[config.mk]
export PLATFORM = sky130hd
export DESIGN_NAME = refillBuffer
export DESIGN_NICKNAME = d
export VERILOG_FILES = /design/src/dcachePkg.sv /design/src/refillBuffer.sv
export VERILOG_INCLUDE_DIRS = /design/src
export SDC_FILE = /design/constraint.sdc
export NUM_CORES = 1
export LEC_CHECK = 0
export BUFFER_PORTS_ARGS = -buffer_cell sky130_fd_sc_hd__buf_2
export CAP_MARGIN = 20
export CORE_ASPECT_RATIO = 0.7
export CORE_MARGIN = 2
export CORE_UTILIZATION = 35
export CTS_BUF_LIST = sky130_fd_sc_hd__clkbuf_4 sky130_fd_sc_hd__clkbuf_8
export DETAILED_ROUTE_END_ITERATION = 16
export SYNTH_ARGS = -nofsm -noshare
export SYNTH_HDL_FRONTEND = slang
export SYNTH_SLANG_ARGS = --single-unit
[constraint.sdc]
create_clock -name clk -period 4.1 [get_ports clk]
set_input_delay 1.23 -clock clk [delete_from_list [all_inputs] [get_ports clk]]
set_output_delay 1.23 -clock clk [all_outputs]
set_load 0.01 [all_outputs]
[src/dcache_config.svh]
`ifndef DCACHE_CONFIG_SVH
`define DCACHE_CONFIG_SVH

// pipeline word and address widths
`define DC_XLEN 64
`define DC_ADDR_W 32

// cache geometry
`define DC_SETS 64
`define DC_LINE_BITS 256
`define DC_WAYS 2

// memory beats per line refill
`define DC_BEATS 4

`endif

[src/dcachePkg.sv]
`include "dcache_config.svh"

package dcachePkg;

  localparam int BYTE_OFF_W = $clog2(`DC_XLEN / 8);
  localparam int WORD_SEL_W = $clog2(`DC_LINE_BITS / `DC_XLEN);
  localparam int INDEX_W = $clog2(`DC_SETS);
  localparam int TAG_W = `DC_ADDR_W - INDEX_W - WORD_SEL_W - BYTE_OFF_W;

  typedef logic [`DC_LINE_BITS-1:0] dcLine_t;
  // bit mask over a whole line
  typedef logic [`DC_LINE_BITS-1:0] dcMask_t;
  typedef logic [INDEX_W-1:0] dcIndex_t;
  typedef logic [TAG_W-1:0] dcTag_t;

  typedef struct packed {
    dcTag_t                tag;
    dcIndex_t              index;
    logic [WORD_SEL_W-1:0] wordSel;
    logic [BYTE_OFF_W-1:0] byteOff;
  } dcAddrFields_t;

  // raw word for memory addresses, field view for the lookup
  typedef union packed {
    logic [`DC_ADDR_W-1:0] raw;
    dcAddrFields_t         fld;
  } dcAddr_u;

  typedef enum logic [2:0] {
    IDLE,
    COMPARE,
    WRBACK,
    MISS,
    GETDATA,
    REPLACE,
    RELOOK
  } dcState_e;

endpackage

[src/refillBuffer.sv]
`timescale 1ns/1ps
`include "dcache_config.svh"

module refillBuffer (
  input  logic                clk,
  input  logic                rst_n,
  input  logic                collect_i,
  input  logic                beatValid_i,
  input  logic [`DC_XLEN-1:0] beatData_i,
  output logic                complete_o,
  output dcachePkg::dcLine_t  line_o
);

  localparam int CNT_W = $clog2(`DC_BEATS);

  logic [CNT_W-1:0] beatCnt;
  logic             takeBeat;
  logic             lastBeat;
  logic             lineFull;

  // beats outside the collect window are dropped
  assign takeBeat = collect_i && beatValid_i;
  assign lastBeat = takeBeat && (beatCnt == CNT_W'(`DC_BEATS - 1));

  always_ff @(posedge clk or negedge rst_n) begin
    if (!rst_n) begin
      beatCnt    <= '0;
      lineFull   <= 1'b0;
      complete_o <= 1'b0;
    end else begin
      complete_o <= lastBeat;
      if (!collect_i) begin
        beatCnt  <= '0;
        lineFull <= 1'b0;
      end else if (takeBeat) begin
        beatCnt <= beatCnt + 1'b1;
        if (lastBeat) begin
          lineFull <= 1'b1;
        end
      end
    end
  end

  // beat n lands in word slot n
  always_ff @(posedge clk) begin
    if (takeBeat) begin
      line_o[beatCnt*`DC_XLEN +: `DC_XLEN] <= beatData_i;
    end
  end

  // a fifth beat would wrap and clobber word 0
  assert property (@(posedge clk) disable iff (!rst_n)
    (lineFull && collect_i) |-> !beatValid_i);

endmodule

==> results.yml, run 1 <==
worst_setup_path:
  cp_max_fo: 35
  cp-start-kind: "flop"
  cp-end-kind: "flop"
  cp_slowest_stage_delay_ns: 0.84
  crit_chain: "inv_1, ha_1, and4bb_2, buf_4, and2_1"
  cp.arrival_ns: 3.15
  required_ns: 4.51
  worstSetupPathType: "flop to flop"
  r2r_cells: 5
  cp_slowest_cell: "and4bb_2"
route:
  drt_iter0_markers: 271
  routed_wl_um: 25200
  vias: 6040
  postRouteAntennaNets: 0
  avgViaCountPerCell: 4.61
  drc_errors: 0
  wl_met3_um: 2620
  dr.pass1.iters: 4
  wl_per_cell_um: 19.2
  wl_met2_um: 11100
  top_layer: "met5"
  wl_met1_um: 11100
cells_and_area:
  diodes: 0
  drive_above_1_share_pct: 42.7
  syn_to_final_growth_pct: 29.2
  stdcell_count: 1310
  fin_util_pct: 45.6
  fill_cells: 2479
  fin_nets: 985
clock_network:
  cts_tree: "built"
  clk_pin_slew_ns: 0.06
  clkSinkCount: 259
  post-cts-setup-buffers: 0
  cts-root-buf: "clkbuf_8"
  hold_buffers: 0
  htreeDepth: 2
  cts_made_buffers: 41
  worstSkewPairLatency_ns: 0.55
  cts_resized: 0
  cts_buffer_depth: 3
floorplan:
  die_y_um: 144
  core_um2: 27600
  dieArea_um2: 29200
  initial_core_util_pct: 35.3
  die_x_um: 203
  ios: 325
  row_count: 51
timing:
  report.final.slew_viol_count: 0
  slew_headroom_pct: 28.8
  clock_skew_ns: 0.0140
  worst_pin_slew_ns: 1.07
  max_freq_mhz: 365
  finalHoldViolCount: 0
  layout_min_cycle_time_ns: 2.74
  fin_setup_tns_ns: 0
  whs_ns: 0.473
  rsz0062_at_grt: "no"
  setup_viol_count_final: 0
  fin_crit_sh_pct: 66.9
placement:
  dpl.hpwl_um: 16400
  dpl.cell_count: 1240
  io_buffer_count: 324
  gp_congestion: 0.736
synthesis:
  synth_common_cells: "edfxtp_1, and3_1, and2_1"
  syn_area_per_cell_um2: 16.8
  ys_seq_area_share_pct: 79.7
  syn_inst: 578
  yosysTopAreaCellShare_pct: 79.0
  synthArstFlopShare_pct: 1.16
  yosys.cell_count.top_type: "edfxtp_1"
  synth-seq-cells: 259
  synth_top_area_cell: "edfxtp_1"
  synth_edf_count: 256
  synth_cell_types: 21
  synth_area_um2: 9740
  ys_warn_count: 0
  synth.top_cells.by_area: "edfxtp_1, and3_1, and2_1, clkbuf_1, dfrtp_1"
  syn_nets: 651
  synth_ff_type: "edfxtp_1"
status:
  status: "finished clean"
grt:
  grt_pass1_vias: 5994
  grt_pass1_wl_um: 36600
  grt.overflow.total: 0
  grt_max_degree: 67
  track_usage_pct: 16.9
  grt_antenna_before_repair: 1
flow_run:
  maxCapViolCount: 0
hold_path:
  hold_class: "input port to async pin"
pwr:
  p_leak_nw: 5.18
  peakVddDrop_uv: 245
  power_density_nw_per_um2: 454
cell usage in the layout, fill, tap and decap left out, drive strengths merged, types with 3 or more instances in the layout:
master	instances
bufinv	3
and3	130
edfxtp	256
clkbuf	55
dfrtp	3
buf	331
inv	5
and2	128
clkinv	9
ha	5
registers in the layout, indices dropped and copies added, names as in the netlist:
| signal | cells |
|---|---|
| complete_o | 1 |
| line_o | 256 |
| beatCnt | 2 |
where the power goes:
part / internal, mW / leakage, nW / total, mW / switching [mW]
Clock: 1.27 / 0.430 / 2.27 / 0.997
Combinational: 0.141 / 2.46 / 0.433 / 0.292
Sequential: 2.99 / 2.29 / 3.01 / 0.0218
Total: 4.40 / 5.18 / 5.71 / 1.31
stage by stage:
stage | cell area [um2] | total power, mW | setup WS, ns
finish | 12600 | 5.71 | 1.36
CTS | 12600 | 5.79 | 1.32
global placement | 11700 | 3.50 | 1.39
global route | 12600 | 5.93 | 1.14
floorplan | 9740 | 3.30 | 0.869
detailed placement | 11700 | 3.51 | 1.36
path summary, 6_finish.rpt:
path / from / to / slack, ns
max reg2reg: beatCnt[0]$_DFFE_PN0P_ / line_o[4]$_DFFE_PP_ / 1.36
max: beatCnt[0]$_DFFE_PN0P_ / line_o[4]$_DFFE_PP_ / 1.36
min reg2reg: beatCnt[1]$_DFFE_PN0P_ / beatCnt[1]$_DFFE_PN0P_ / 0.63
min: rst_n / beatCnt[0]$_DFFE_PN0P_ / 0.47
min in group clk: beatCnt[1]$_DFFE_PN0P_ / beatCnt[1]$_DFFE_PN0P_ / 0.63
max in group asynchronous: rst_n / beatCnt[1]$_DFFE_PN0P_ / 3.51
worst max-delay path: cells and delay by family (launching register included):
family / cells / cell delay (ns)
DFF: 1 / 0.55
and+or+nand+nor: 2 / 1.02
buffers and inverters: 2 / 0.54
adders and majority gates: 1 / 0.46
per-layer routing:
metal	global-route usage [%]	vias up
li1	-	2797
met1	23.0	2929
met2	24.8	273
met3	6.78	39
met4	5.03	2
met5	0	-
layout make-up:
type	count	area (um2)	share of cell area, %
clock buffer	55	682	5.42
clock inverter	15	149	1.18
inverter	3	11.3	0.0895
multi-input combinational	276	1820	14.5
sequential	259	7760	61.7
tap	371	464	3.69
timing repair buffer	331	1690	13.4
cell families after synthesis:
group	count (synthesis)	share of synthesized area, %
simple gates	269	17.5
flops	259	79.7
buf+inv	43	1.93
fa+ha+maj	5	0.643
xor+xnor	1	0.0900
mux	1	0.103
(Power assumes the default switching activity.)
==> run 2: changes to the inputs <==
- clock period: 4.1 -> 2.7 ns (I/O delays scaled with it)
==> run 2 against run 1 <==
Effect of this change: clock skew rose by 0.019 ns; sequential cell count did not move; hold slack got worse by 0.39 ns; combinational power rose by 64%; cell count rose by 1.1%; first-iteration DRC count rose by 41%; core utilization rose by 0.29 points; critical path depth did not move; clock power rose by 39%; routed wire length rose by 5.8%; sequential share of layout area fell by 0.38 points; largest power group unchanged.
==> results.yml, run 2 (synthesized netlist as in run 1, its figures left out) <==
route:
  vias: 6098
  avgViaCountPerCell: 4.61
  dr.pass1.iters: 4
  routed_wl_um: 26700
  postRouteAntennaNets: 0
  wl_per_cell_um: 20.1
  drt_iter0_markers: 382
  drc_errors: 0
clock_network:
  cts_tree: "built"
  clk_pin_slew_ns: 0.06
  clkSinkCount: 259
  post-cts-setup-buffers: 0
  cts-root-buf: "clkbuf_8"
  worstSkewPairLatency_ns: 0.55
  cts_resized: 0
  hold_buffers: 0
  cts_buffer_depth: 3
  cts_made_buffers: 41
  htreeDepth: 2
worst_setup_path:
  r2r_end: "line_o[223]$_DFFE_PP_"
  rrSetupSlack_ns: 0.51
  cp_slowest_stage_delay_ns: 0.64
  crit_chain: "inv_1, ha_1, nor2_4, buf_4, and3_1"
  cp.arrival_ns: 2.59
  startpoint: "beatCnt[1]$_DFFE_PN0P_"
  r2r_start: "beatCnt[1]$_DFFE_PN0P_"
  cp-end-kind: "flop"
  cp_max_fo: 36
  worst-path-stages: 5
  cp_slowest_cell: "nor2_4"
  cp-endpoint: "line_o[223]$_DFFE_PP_"
  r2r_cells: 5
  required_ns: 3.10
  cp-start-kind: "flop"
  worstSetupPathType: "flop to flop"
  critPathTopFamily: "simple AND/OR/NAND/NOR gates"
  path_buf_inv: 2
pwr:
  p_sw_mw: 2.02
  p_comb_share_pct: 8.4
  p_int_mw: 6.41
  power_density_nw_per_um2: 666
  peakVddDrop_uv: 383
  p_leak_nw: 5.21
  clockPowerShare_pct: 37.5
  swShare_pct: 24.0
  power_frac_seq_pct: 54.1
timing:
  report.final.slew_viol_count: 0
  layout_min_cycle_time_ns: 2.19
  rsz0062_at_grt: "no"
  worst_pin_slew_ns: 0.824
  slew_headroom_pct: 44.9
  fin_crit_sh_pct: 81.0
  finalHoldViolCount: 0
  setup_viol_count_final: 0
  fin_setup_tns_ns: 0
  max_freq_mhz: 457
  clock_skew_ns: 0.0329
grt:
  grt.overflow.total: 0
  track_usage_pct: 18.2
  grt_antenna_before_repair: 2
  grt_pass1_vias: 6172
  grt_max_degree: 127
  grt_pass1_wl_um: 39300
status:
  status: "finished clean"
floorplan:
  dieArea_um2: 29200
  ios: 325
  core_um2: 27600
  initial_core_util_pct: 35.3
  row_count: 51
  die_y_um: 144
  die_x_um: 203
placement:
  io_buffer_count: 324
  gp_congestion: 0.721
  dpl.hpwl_um: 16900
cells_and_area:
  largest_register_ffs: 256
  final_common_cell: "buf_2"
  fin_util_pct: 45.9
  layout_common_cells: "buf_2, edfxtp_1, and2_1"
  largestRegisters: "line_o: 256 flops, beatCnt: 2 flops, complete_o: 1 flops"
  fin_nets: 995
  fill_cells: 2488
  drive_above_1_share_pct: 43.1
  syn_to_final_growth_pct: 30.0
  largest_register: "line_o"
hold_path:
  hold_class: "input port to async pin"
flow_run:
  maxCapViolCount: 0
-- run 2: changes by cell type in the layout (fill, tap and decap cells not counted), sizes merged --
| cell | before | now |
|---|---|---|
| bufinv | 3 | 0 |
| clkbuf | 55 | 56 |
| clkinv | 9 | 14 |
| diode | 0 | 2 |
| inv | 5 | 4 |
| buf | 331 | 341 |
-- run 2: stage by stage --
stage | worst slack, ns | cells | cell area (um2) | hold WS (ns) | total power [mW]
finish | 0.513 | 1324 | 12700 | 0.0870 | 8.43
CTS | 0.529 | 1322 | 12600 | 0.0326 | 8.56
global route | 0.311 | 1323 | 12700 | 0.0300 | 8.80
detailed placement | 0.516 | 1250 | 11900 | 0.617 | 5.37
floorplan | 0.534 | 578 | 9740 | 0.514 | 5.00
global placement | 0.589 | 1250 | 11900 | 0.595 | 5.36
-- run 2: metal layers --
metal	vias up	global-route usage, %	wire length, um
met3	39	6.28	2450
li1	2818	-	-
met1	2955	25.2	12000
met2	286	26.9	11700
met4	0	5.46	459
met5	-	0	0
-- run 2: cell type report --
type                            instances  area [um2]  share of cell area (%)
Sequential cell                       259        7760                    61.3
Tap cell                              371         464                    3.67
Clock buffer                           56         683                    5.40
Multi-Input combinational cell        276        1820                    14.4
Inverter                                3        11.3                  0.0890
Clock inverter                         16        71.3                   0.564
Timing Repair Buffer                  341        1840                    14.5
Antenna cell                            2        5.00                  0.0395
-- run 2: how the worst min path moves through the flow --
stage,to,slack (ns),cells after the start
2_1_floorplan,beatCnt[0]$_DFFE_PN0P_,0.51,0
3_3_place_gp,beatCnt[1]$_DFFE_PN0P_,0.60,2
3_5_place_dp,complete_o$_DFF_PN0_,0.62,1
4_1_cts,complete_o$_DFF_PN0_,0.03,1
5_1_grt,complete_o$_DFF_PN0_,0.03,1
6_report,complete_o$_DFF_PN0_,0.09,1
-- run 2: worst reg2reg max path, cell delays in order (launching register included) --
cell and delay [ns]:
dfrtp_1 0.39, inv_1 0.10, ha_1 0.33, nor2_4 0.64, buf_4 0.39, and3_1 0.21
-- run 2: power by group through the flow --
stage | Clock, mW | Sequential (mW) | Combinational (mW)
after floorplan | 0 | 4.70 | 0.301
after global placement | 0 | 4.64 | 0.715
after detailed placement | 0 | 4.64 | 0.724
after CTS | 3.27 | 4.56 | 0.725
after global routing | 3.44 | 4.57 | 0.786
final | 3.16 | 4.56 | 0.712
